**src/cpu_pkg.sv**
```systemverilog
// Shared definitions for the 8-bit core
// ALU select, register-file write select, opcode groups, instruction word
`default_nettype none

package cpu_pkg;

	localparam int INSTR_W = 18;	// Fixed by the encoding

	// ALU operation select, values follow the original decoder
	typedef enum logic [3:0] {
		ALU_ADD  = 4'd0,
		ALU_ADDC = 4'd1,
		ALU_SUB  = 4'd2,
		ALU_SUBC = 4'd3,
		ALU_CMP  = 4'd4,
		ALU_AND  = 4'd5,
		ALU_OR   = 4'd6,
		ALU_EXOR = 4'd7,
		ALU_TEST = 4'd8,
		ALU_LSL  = 4'd9,
		ALU_LSR  = 4'd10,
		ALU_ROL  = 4'd11,
		ALU_ROR  = 4'd12,
		ALU_ASR  = 4'd13,
		ALU_MOV  = 4'd14
	} alu_sel_t;

	typedef enum logic {
		RF_SEL_ALU = 1'b0,	// ALU result
		RF_SEL_IN  = 1'b1	// in_port
	} rf_wr_sel_t;

	//////////////////////////////////////////////////
	// op_hi groups
	//////////////////////////////////////////////////
	localparam logic [4:0] OP_LOGIC_RR = 5'b000_00;	// AND OR EXOR TEST by op_lo
	localparam logic [4:0] OP_ARITH_RR = 5'b000_01;	// ADD ADDC SUB SUBC by op_lo
	localparam logic [4:0] OP_CMPMOV_RR = 5'b000_10;	// CMP MOV by op_lo
	localparam logic [4:0] OP_BRANCH_A = 5'b001_00;	// BRN BREQ BRNE
	localparam logic [4:0] OP_BRANCH_B = 5'b001_01;	// BRCS BRCC
	localparam logic [4:0] OP_SHIFT_A = 5'b010_00;	// LSL LSR ROL ROR
	localparam logic [4:0] OP_SHIFT_B = 5'b010_01;	// ASR
	localparam logic [4:0] OP_CARRY = 5'b011_00;	// CLC SEC
	localparam logic [4:0] OP_AND_I = 5'b100_00;
	localparam logic [4:0] OP_OR_I = 5'b100_01;
	localparam logic [4:0] OP_EXOR_I = 5'b100_10;
	localparam logic [4:0] OP_TEST_I = 5'b100_11;
	localparam logic [4:0] OP_ADD_I = 5'b101_00;
	localparam logic [4:0] OP_ADDC_I = 5'b101_01;
	localparam logic [4:0] OP_SUB_I = 5'b101_10;
	localparam logic [4:0] OP_SUBC_I = 5'b101_11;
	localparam logic [4:0] OP_CMP_I = 5'b110_00;
	localparam logic [4:0] OP_IN = 5'b110_01;
	localparam logic [4:0] OP_OUT = 5'b110_10;
	localparam logic [4:0] OP_MOV_I = 5'b110_11;

	// One 18-bit word, three views
	typedef union packed {
		struct packed {
			logic [4:0] op_hi;
			logic [4:0] rx;
			logic [4:0] ry;
			logic       rsvd;
			logic [1:0] op_lo;
		} reg_reg;
		struct packed {
			logic [4:0] op_hi;
			logic [4:0] rx;
			logic [7:0] imm;
		} reg_imm;
		struct packed {
			logic [4:0] op_hi;
			logic [9:0] addr;
			logic       rsvd;
			logic [1:0] op_lo;
		} branch;
	} instr_t;

endpackage

`default_nettype wire

```
**src/cpu_ctrl_if.sv**
```systemverilog
// Control bus from the control unit to PC, register file and ALU
`timescale 1ns/1ps
`default_nettype none

interface cpu_ctrl_if;

	logic pc_ld;	// Branch load
	logic pc_inc;	// Step after fetch
	logic ir_ld;	// Instruction register load
	logic alu_opy_sel;	// 0 = dy, 1 = imm
	cpu_pkg::alu_sel_t alu_sel;
	logic rf_wr;
	cpu_pkg::rf_wr_sel_t rf_wr_sel;
	logic flg_c_set;
	logic flg_c_clr;
	logic flg_c_ld;
	logic flg_z_ld;
	logic io_strb;	// One cycle per OUT

	modport ctrl (
		output pc_ld, pc_inc, ir_ld, alu_opy_sel, alu_sel, rf_wr, rf_wr_sel,
		output flg_c_set, flg_c_clr, flg_c_ld, flg_z_ld, io_strb
	);

	modport pc (input pc_ld, pc_inc);

	modport rf (input rf_wr, rf_wr_sel);

	modport alu (
		input alu_opy_sel, alu_sel, flg_c_set, flg_c_clr, flg_c_ld, flg_z_ld
	);

endinterface

`default_nettype wire

```
**src/program_counter.sv**
```systemverilog
// Program counter with branch load and increment
`timescale 1ns/1ps
`default_nettype none

module program_counter #(
	parameter int PROG_ADDR_W = 10
) (
	input  logic                   CLK,
	input  logic                   RESET,
	cpu_ctrl_if.pc                 ctrl,
	input  logic [9:0]             br_addr,
	output logic [PROG_ADDR_W-1:0] pc
);

	logic [PROG_ADDR_W-1:0] pc_next;

	// Load/increment mux
	always_comb
	begin
		pc_next = pc;
		if (ctrl.pc_ld)
			pc_next = br_addr[PROG_ADDR_W-1:0];	// Target truncated to memory size
		else if (ctrl.pc_inc)
			pc_next = pc + PROG_ADDR_W'(1);
	end

	always_ff @(posedge CLK)
	begin
		if (RESET)
			pc <= '0;
		else
			pc <= pc_next;
	end

endmodule

`default_nettype wire

```
**src/flat_wrapper.sv**
```systemverilog
// flat-port wrapper written by rule: the top's interface ports become plain ports
module program_counter_flat 
#(
	parameter int PROG_ADDR_W = 10
)
  (CLK, RESET, br_addr, pc, ctrl_pc_ld, ctrl_pc_inc);
  cpu_ctrl_if ctrl_i ();
  input  logic CLK;
  input  logic RESET;
  input  logic [9:0] br_addr;
  output logic [PROG_ADDR_W-1:0] pc;
  input wire logic [$bits(ctrl_i.pc_ld)-1:0] ctrl_pc_ld;
  input wire logic [$bits(ctrl_i.pc_inc)-1:0] ctrl_pc_inc;
  assign ctrl_i.pc_ld = ctrl_pc_ld;
  assign ctrl_i.pc_inc = ctrl_pc_inc;
  program_counter #(.PROG_ADDR_W(PROG_ADDR_W)) u_core (.CLK(CLK), .RESET(RESET), .ctrl(ctrl_i), .br_addr(br_addr), .pc(pc));
endmodule
```
**config.mk**
```make
export PLATFORM = sky130hd
export DESIGN_NAME = program_counter_flat
export DESIGN_NICKNAME = d
export VERILOG_FILES = /design/src/cpu_pkg.sv /design/src/cpu_ctrl_if.sv /design/src/program_counter.sv /design/src/flat_wrapper.sv
export SDC_FILE = /design/constraint.sdc
export NUM_CORES = 1
export LEC_CHECK = 0
export BUFFER_PORTS_ARGS = -buffer_cell sky130_fd_sc_hd__buf_2
export CORE_MARGIN = 1.5
export CORE_UTILIZATION = 30
export DETAILED_ROUTE_END_ITERATION = 8
export HOLD_SLACK_MARGIN = 0.12
export SYNTH_ARGS = -nofsm -noshare
export SYNTH_HDL_FRONTEND = slang
export SYNTH_SLANG_ARGS = --single-unit
```
**constraint.sdc**
```tcl
create_clock -name CLK -period 3.6 [get_ports CLK]
set_input_delay 0 -clock CLK [delete_from_list [all_inputs] [get_ports CLK]]
set_output_delay 0 -clock CLK [all_outputs]
set_load 0.02 [all_outputs]
```
==> impl_metrics.yaml, run 1 <==
floorplan:
  core_um2: 1750
  die-area_um2: 2150
  io_pins: 24
  die_h_um: 46.3
  start_util: 0.323
  die_w_um: 46.3
  rows: 15
sta:
  timing.slew.headroom: 0.769
  hold_viol: 0
  worstMarginPinSlew_ps: 346
  setup_viol: 0
  rsz0062_at_grt: "no"
  fmax_mhz: 501
  slew_viol_final: 0
  skew_ps: 2.84
  totalNegativeSetupSlack_ps: 0
  period_share: 0.554
  finalCriticalPeriod_ps: 1990
clock_tree:
  post-cts-setup-buffers: 0
  ctsLongestPathBuffers: 2
  worstSkewPairLatency_ps: 260
  ctsResizeCount: 0
  clockRootBuffer: "clkbuf_4"
  cts_inserted_buffers: 3
  clock-sinks: 10
  h-tree-depth: 1
  cts_tree: "yes"
  clkTransAtPathRegs_ps: 60
synthesis:
  post_synth_num_cell_types: 25
  synth_nets: 83
  synth_area_per_cell_um2: 8.28
  yosysSeqAreaShare: 0.356
  syn_inst: 68
  synth_area_um2: 563
  ys_ff_latch: 10
  yosys_warnings: 0
layout:
  regMostFlops: "u_core.pc"
  drive_gt1_frac: 0.266
  largest_reg_flops: 10
  utilization: 0.518
  antenna_cells: 0
  fin_cells: 134
  fin_nets: 126
  reg.largest.list: "u_core.pc: 10 flops"
  area_delta_synth_final_pct: 60.7
global_routing:
  grt_pass1_vias: 563
  met1_usage: 0.197
  antenna_found_initial: 0
  grt_pass1_wl_um: 2350
  met2_usage: 0.236
  grt_overflow: 0
  track_usage: 0.157
  grt_start_max_net_pins: 20
  grt_util_met3: 0.0588
  grt_most_used_layer: "met2"
min_path:
  worst_hold_path.endpoint: "u_core.pc[5]"
  hold_start: "RESET"
  hold_path.class: "input port to flip-flop"
  min_path_cells: 3
critical_path:
  cp.arrival_ps: 2200
  crit_chain: "ha_1, nand2_1, or3_1, a21o_1, a21oi_2, dlygate4sd3_1"
  ff2ff_setup_slack_ps: 1610
  r2r_end: "u_core.pc[6]"
  slowest_stage: "dlygate4sd3_1"
  worst_path_largest_cell_delay_ps: 540
  cp-start-kind: "flip-flop"
  end_kind: "flip-flop"
  cp_max_fo: 7
  critPathKind: "flip-flop to flip-flop"
  r2r_start: "u_core.pc[0]"
  required_ps: 3810
  worstRegToRegCells: 6
routing:
  wl_per_cell_um: 10.9
  drtIter0Drc: 5
  avgViaCountPerCell: 4.82
  dr.pass1.iters: 4
  vias: 646
  ant_nets: 0
  drcViolationCount: 0
  wirelength_um: 1470
pwr:
  ir_drop_uv: 223
  power_density_nw_per_um2: 298
  power_mw: 0.270
  power.leakage_nw: 0.401
placement:
  portBuffers: 23
  place_congestion: 0.724
  dp_hpwl_um: 936
  placedCellCount: 112
run:
  max-cap-violations: 0
run_status:
  status: "completed"
synthesized netlist by cell type:
master / instances / area, µm²
a21oi_1: 6 / 30.0
a21oi_2: 1 / 8.76
dfxtp_1: 10 / 200
nor3b_1: 3 / 22.5
mux2i_1: 3 / 30.0
nor2b_1: 1 / 6.26
o21ai_0: 2 / 10.0
nand4_1: 3 / 18.8
ha_1: 1 / 12.5
nor3_1: 1 / 5.00
clkbuf_1: 2 / 7.51
or3_1: 1 / 6.26
or3b_2: 1 / 8.76
inv_1: 1 / 3.75
xor2_1: 1 / 8.76
o21a_1: 1 / 7.51
nor2_1: 8 / 30.0
nand4_2: 1 / 12.5
nand3_1: 3 / 15.0
buf_2: 2 / 10.0
a21o_1: 1 / 7.51
nand2_1: 4 / 15.0
xnor2_1: 7 / 61.3
and3_1: 1 / 6.26
o22ai_1: 3 / 18.8
timing repair:
action / in CTS / in global routing
endpoints found under the hold margin: 10 / 0
hold buffers: 19 / 0
setup endpoints to repair: 0 / 0
power breakdown:
part           internal, mW  leakage, nW  switching [mW]
Combinational        0.0368        0.305          0.0299
Clock                0.0386       0.0138          0.0368
Sequential            0.118       0.0827         0.00999
stage by stage:
step	area (µm²)	setup WS, ps	hold slack (ps)
floorplan	563	2110	143
global placement	692	2200	233
detailed placement	692	2160	235
CTS	905	1600	144
global route	905	1480	166
finish	905	1610	143
cells in the final DEF, fill, tap and decap left out, types with 4 or more instances in the layout:
cell type,Yosys,layout
a21oi_1,6,6
nand2_1,4,4
dlygate4sd3_1,0,19
dfxtp_1,10,10
nor2_1,8,8
buf_2,2,23
xnor2_1,7,7
cells by family (layout without fill, tap and decap cells):
kind of cell    count (synthesis)  in the layout  share of synthesized area
fa+ha+maj                       1              1                     0.0222
mux                             3              3                     0.0533
buf+inv                         5             46                     0.0378
simple gates                   27             27                      0.260
flops                          10             10                      0.356
xor+xnor                        8              8                      0.124
compound gates                 14             14                      0.147
critical path, delay by kind of cell (launching register included):
kind                       cells  cell delay [ps]
buffers and inverters          1              540
DFF                            1              450
adders and majority gates      1              230
and+or+nand+nor                2              400
AOI/OAI and AO/OA              2              310
cell type report:
cell class / instances / area [µm²]
fillers: 183 / 841
clock buffers: 3 / 22.5
well taps: 25 / 31.3
repair buffers: 42 / 305
inverters: 1 / 3.75
flip-flops and latches: 10 / 200
multi-input cells: 53 / 342
metal layers:
| layer | share of wire | vias up |
|---|---|---|
| met1 | 0.45 | 299 |
| met3 | 0.053 | 6 |
| met2 | 0.47 | 19 |
| met4 | 0.025 | 0 |
| li1 | - | 322 |
| met5 | 0 | - |
how the worst max path moves through the flow:
stage / startpoint / end / slack, ps
detailed placement: u_core.pc[0] / u_core.pc[6] / 2160
CTS: u_core.pc[0] / u_core.pc[6] / 1600
global route: u_core.pc[0] / u_core.pc[6] / 1480
finish: u_core.pc[0] / u_core.pc[6] / 1610
floorplan: u_core.pc[0] / u_core.pc[6] / 2110
global placement: u_core.pc[0] / u_core.pc[6] / 2200
No activity file was read; power rests on OpenSTA's default activity.
==> inputs of run 2 (changes only) <==
==> constraint.sdc (replaced) <==
create_clock -name CLK -period 2.05 [get_ports CLK]
set_input_delay 0 -clock CLK [delete_from_list [all_inputs] [get_ports CLK]]
set_output_delay 0 -clock CLK [all_outputs]
set_load 0.02 [all_outputs]
==> impl_metrics.yaml, run 2 (synthesized netlist as in run 1, its figures left out) <==
critical_path:
  required_ps: 2260
  worst_path_largest_cell_delay_ps: 540
  crit_buf_inv: 1
  slowest_stage: "dlygate4sd3_1"
  cpLargestDelayFamily: "simple AND/OR/NAND/NOR gates"
  cp_max_fo: 6
  critPathKind: "flip-flop to flip-flop"
  crit_chain: "nand4_2, or3_1, a21o_1, a21oi_2, dlygate4sd3_1"
  cp-start-kind: "flip-flop"
  cp.arrival_ps: 2120
  end_kind: "flip-flop"
sta:
  slew_viol_final: 0
  hold_viol: 0
  period_share: 0.933
  rsz0062_at_grt: "no"
  totalNegativeSetupSlack_ps: 0
  finalCriticalPeriod_ps: 1910
  worstMarginPinSlew_ps: 346
  timing.slew.headroom: 0.769
  setup_viol: 0
  finalWorstSetupSlack_ps: 136
  skew_ps: 2.84
  fmax_mhz: 523
layout:
  multi_input_area_um2: 342
  area_delta_synth_final_pct: 61.1
  ff_latch_area_um2: 203
  drive_gt1_frac: 0.284
  largest_reg_flops: 10
  antenna_cells: 0
  utilization: 0.520
  reg.largest.list: "u_core.pc: 10 flops"
  final_cell_mix: "23 x buf_2, 19 x dlygate4sd3_1, 8 x nor2_1, 8 x dfxtp_1, 7 x xnor2_1"
  fin_nets: 126
  fill_cells: 181
  regMostFlops: "u_core.pc"
  final_common_cell: "buf_2"
routing:
  wirelength_um: 1470
  dr.pass1.iters: 4
  vias: 646
  ant_nets: 0
  wl_per_cell_um: 10.9
  drcViolationCount: 0
  drtIter0Drc: 5
  avgViaCountPerCell: 4.82
pwr:
  ir_drop_uv: 391
  power.leakage_nw: 0.402
  power_density_nw_per_um2: 523
global_routing:
  grt_overflow: 0
  grt_pass1_vias: 563
  track_usage: 0.157
  antenna_found_initial: 0
  grt_start_max_net_pins: 20
  grt_pass1_wl_um: 2350
floorplan:
  die-area_um2: 2150
  die_w_um: 46.3
  die_h_um: 46.3
  core_um2: 1750
  start_util: 0.323
  io_pins: 24
  rows: 15
clock_tree:
  clockRootBuffer: "clkbuf_4"
  cts_tree: "yes"
  clock-sinks: 10
  ctsLongestPathBuffers: 2
  h-tree-depth: 1
  clkTransAtPathRegs_ps: 60
  worstSkewPairLatency_ps: 260
  post-cts-setup-buffers: 0
  cts_inserted_buffers: 3
placement:
  place_congestion: 0.724
  portBuffers: 23
  dp_hpwl_um: 936
  dp_worst_setup_slack_ps: 609
run_status:
  status: "completed"
min_path:
  hold_path.class: "input port to flip-flop"
run:
  max-cap-violations: 0
==> run 2: cell counts in the layout (fill, tap and decap cells not counted) <==
Identical to the previous run, type by type.
==> run 2: final timing paths <==
| path | endpoint | cells past startpoint | slack [ps] | start |
|---|---|---|---|---|
| min | u_core.pc[5] | 3 | 140 | RESET |
| max reg2reg | u_core.pc[6] | 5 | 140 | u_core.pc[2] |
| max | u_core.pc[6] | 5 | 140 | u_core.pc[2] |
| min reg2reg | u_core.pc[5] | 2 | 630 | u_core.pc[5] |
==> run 2: area by class of cell <==
class	instances	share of cell area
Multi-Input combinational cell	53	0.377
Tap cell	25	0.0345
Sequential cell	10	0.223
Clock buffer	3	0.0248
Timing Repair Buffer	42	0.337
Inverter	1	0.00414
==> run 2: worst min-delay path, cell delays in order <==
cell     delay [ps]
buf_2           210
a21oi_1          60
o21a_1           90
==> run 2: routing by layer <==
layer / up-vias / GRT usage / share of wire
met5: - / 0 / 0
met4: 0 / 0.0686 / 0.025
met3: 6 / 0.0588 / 0.053
met2: 19 / 0.236 / 0.47
met1: 299 / 0.197 / 0.45
li1: 322 / - / -
==> run 2: where the power goes <==
group          leakage (nW)  switching, mW  internal (mW)
clock                0.0138         0.0646         0.0678
combinational         0.305         0.0524         0.0647
sequential           0.0833         0.0175          0.208
==> run 2: timing repair <==
| item | 4_1_cts | 5_1_grt |
|---|---|---|
| endpoints found under the setup margin | 0 | 1 |
| hold buffers | 19 | 0 |
| gates resized for setup | 0 | 2 |
| endpoints found under the hold margin | 10 | 0 |
==> run 2: per-stage QoR <==
stage               hold slack (ps)  instances  power (mW)  area, µm²
detailed placement              235        112       0.317        692
global route                    166        134       0.505        907
global placement                233        112       0.316        692
CTS                             144        134       0.480        905
finish                          143        134       0.475        907
floorplan                       143         68       0.285        563
==> inputs of run 3 (changes only) <==
--- a/config.mk
+++ b/config.mk
@@ -8,6 +8,7 @@
 export BUFFER_PORTS_ARGS = -buffer_cell sky130_fd_sc_hd__buf_2
 export CORE_MARGIN = 1.5
 export CORE_UTILIZATION = 30
+export CTS_BUF_LIST = sky130_fd_sc_hd__clkbuf_8 sky130_fd_sc_hd__clkbuf_16
 export DETAILED_ROUTE_END_ITERATION = 8
 export HOLD_SLACK_MARGIN = 0.12
 export SYNTH_ARGS = -nofsm -noshare
==> constraint.sdc (replaced) <==
create_clock -name CLK -period 2.4 [get_ports CLK]
set_input_delay 0 -clock CLK [delete_from_list [all_inputs] [get_ports CLK]]
set_output_delay 0 -clock CLK [all_outputs]
set_load 0.02 [all_outputs]
==> impl_metrics.yaml, run 3 (synthesized netlist as in run 1, its figures left out) <==
run_status:
  status: "completed"
floorplan:
  rows: 15
  die_w_um: 46.3
  io_pins: 24
  start_util: 0.323
  die_h_um: 46.3
  core_um2: 1750
  die-area_um2: 2150
sta:
  finalCriticalPeriod_ps: 2000
  setup_viol: 0
  fmax_mhz: 500
  period_share: 0.833
  rsz0062_at_grt: "no"
  timing.slew.headroom: 0.773
  totalNegativeSetupSlack_ps: 0
  slew_viol_final: 0
  worstMarginPinSlew_ps: 341
  finalWorstSetupSlack_ps: 400
  whs_ps: 149
  hold_viol: 0
  skew_ps: 1.38
critical_path:
  cp.arrival_ps: 2170
  critPathKind: "flip-flop to flip-flop"
  cp-start-kind: "flip-flop"
  end_kind: "flip-flop"
  cp_max_fo: 7
  required_ps: 2570
layout:
  drive_gt1_frac: 0.271
  design_area_um2: 903
  area_delta_synth_final_pct: 60.4
  regMostFlops: "u_core.pc"
  final_common_cell: "buf_2"
  fill_cells: 187
  final_cell_mix: "23 x buf_2, 17 x dlygate4sd3_1, 10 x dfxtp_1, 8 x nor2_1, 7 x xnor2_1"
  fin_nets: 124
  largest_reg_flops: 10
  reg.largest.list: "u_core.pc: 10 flops"
  antenna_cells: 0
routing:
  wirelength_um: 1420
  wl_per_cell_um: 10.8
  drcViolationCount: 0
  ant_nets: 0
  vias: 637
  dr.pass1.iters: 3
  drtIter0Drc: 2
  avgViaCountPerCell: 4.83
global_routing:
  grt_pass1_vias: 563
  track_usage: 0.155
  grt_start_max_net_pins: 20
  grt_overflow: 0
  grt_pass1_wl_um: 2300
  antenna_found_initial: 0
clock_tree:
  clkTransAtPathRegs_ps: 50
  clockRootBuffer: "clkbuf_8"
  h-tree-depth: 1
  cts_inserted_buffers: 3
  cts_tree: "yes"
  worstSkewPairLatency_ps: 230
  post-cts-setup-buffers: 0
  ctsLongestPathBuffers: 2
  clock-sinks: 10
placement:
  place_congestion: 0.724
  portBuffers: 23
  dp_hpwl_um: 910
  dp_worst_setup_slack_ps: 955
  place_area_um2: 692
pwr:
  power.leakage_nw: 0.397
  power_density_nw_per_um2: 510
  ir_drop_uv: 415
run:
  max-cap-violations: 0
min_path:
  hold_path.class: "input port to flip-flop"
run 3: changes by cell type in the layout (fill, tap and decap cells not counted):
cell	previous run	this run
dfxtp_1	8	10
dfxtp_2	2	0
dlygate4sd3_1	19	17
clkbuf_4	3	0
clkbuf_8	0	3
run 3: final timing paths:
path	startpoint	slack (ps)	end	cells after the start
setup reg to reg	u_core.pc[0]	400	u_core.pc[6]	6
hold reg to reg	u_core.pc[9]	590	u_core.pc[9]	2
hold / removal	RESET	150	u_core.pc[9]	2
setup / recovery	u_core.pc[0]	400	u_core.pc[6]	6
run 3: metal layers:
| metal | global-route usage | vias to the layer above | share of wire |
|---|---|---|---|
| met3 | 0.0706 | 2 | 0.049 |
| met5 | 0 | - | 0 |
| li1 | - | 317 | - |
| met4 | 0.0343 | 0 | 0.012 |
| met1 | 0.183 | 301 | 0.46 |
| met2 | 0.256 | 17 | 0.48 |
run 3: what timing repair did:
action / in CTS / in global routing
gates resized for setup: 0 / 0
endpoints found under the hold margin: 10 / 0
endpoints found under the setup margin: 0 / 0
hold buffers: 17 / 0
run 3: stage by stage:
stage	util	power, mW	cells
after floorplan	-	0.243	68
after global placement	0.396	0.270	112
after detailed placement	0.396	0.270	112
after CTS	0.518	0.465	132
after global routing	0.518	0.490	132
final	0.518	0.461	132
run 3: worst max-delay path, cell delays in order (launching register included):
cell           delay (ps)
dfxtp_1               440
ha_1                  230
nand2_1               100
or3_1                 310
a21o_1                190
a21oi_2               120
dlygate4sd3_1         550
run 3: cell type report:
type | instances | area [µm²] | area share
multi-input cells | 53 | 342 | 0.378
repair buffers | 40 | 285 | 0.316
flip-flops and latches | 10 | 200 | 0.222
clock buffers | 3 | 41.3 | 0.0457
well taps | 25 | 31.3 | 0.0346
inverters | 1 | 3.75 | 0.00416
run 3: power breakdown:
part           total (mW)  internal [mW]  switching (mW)  leakage (nW)
Sequential          0.192          0.177          0.0149        0.0827
Clock               0.172          0.110          0.0620        0.0216
Combinational      0.0970         0.0528          0.0442         0.292
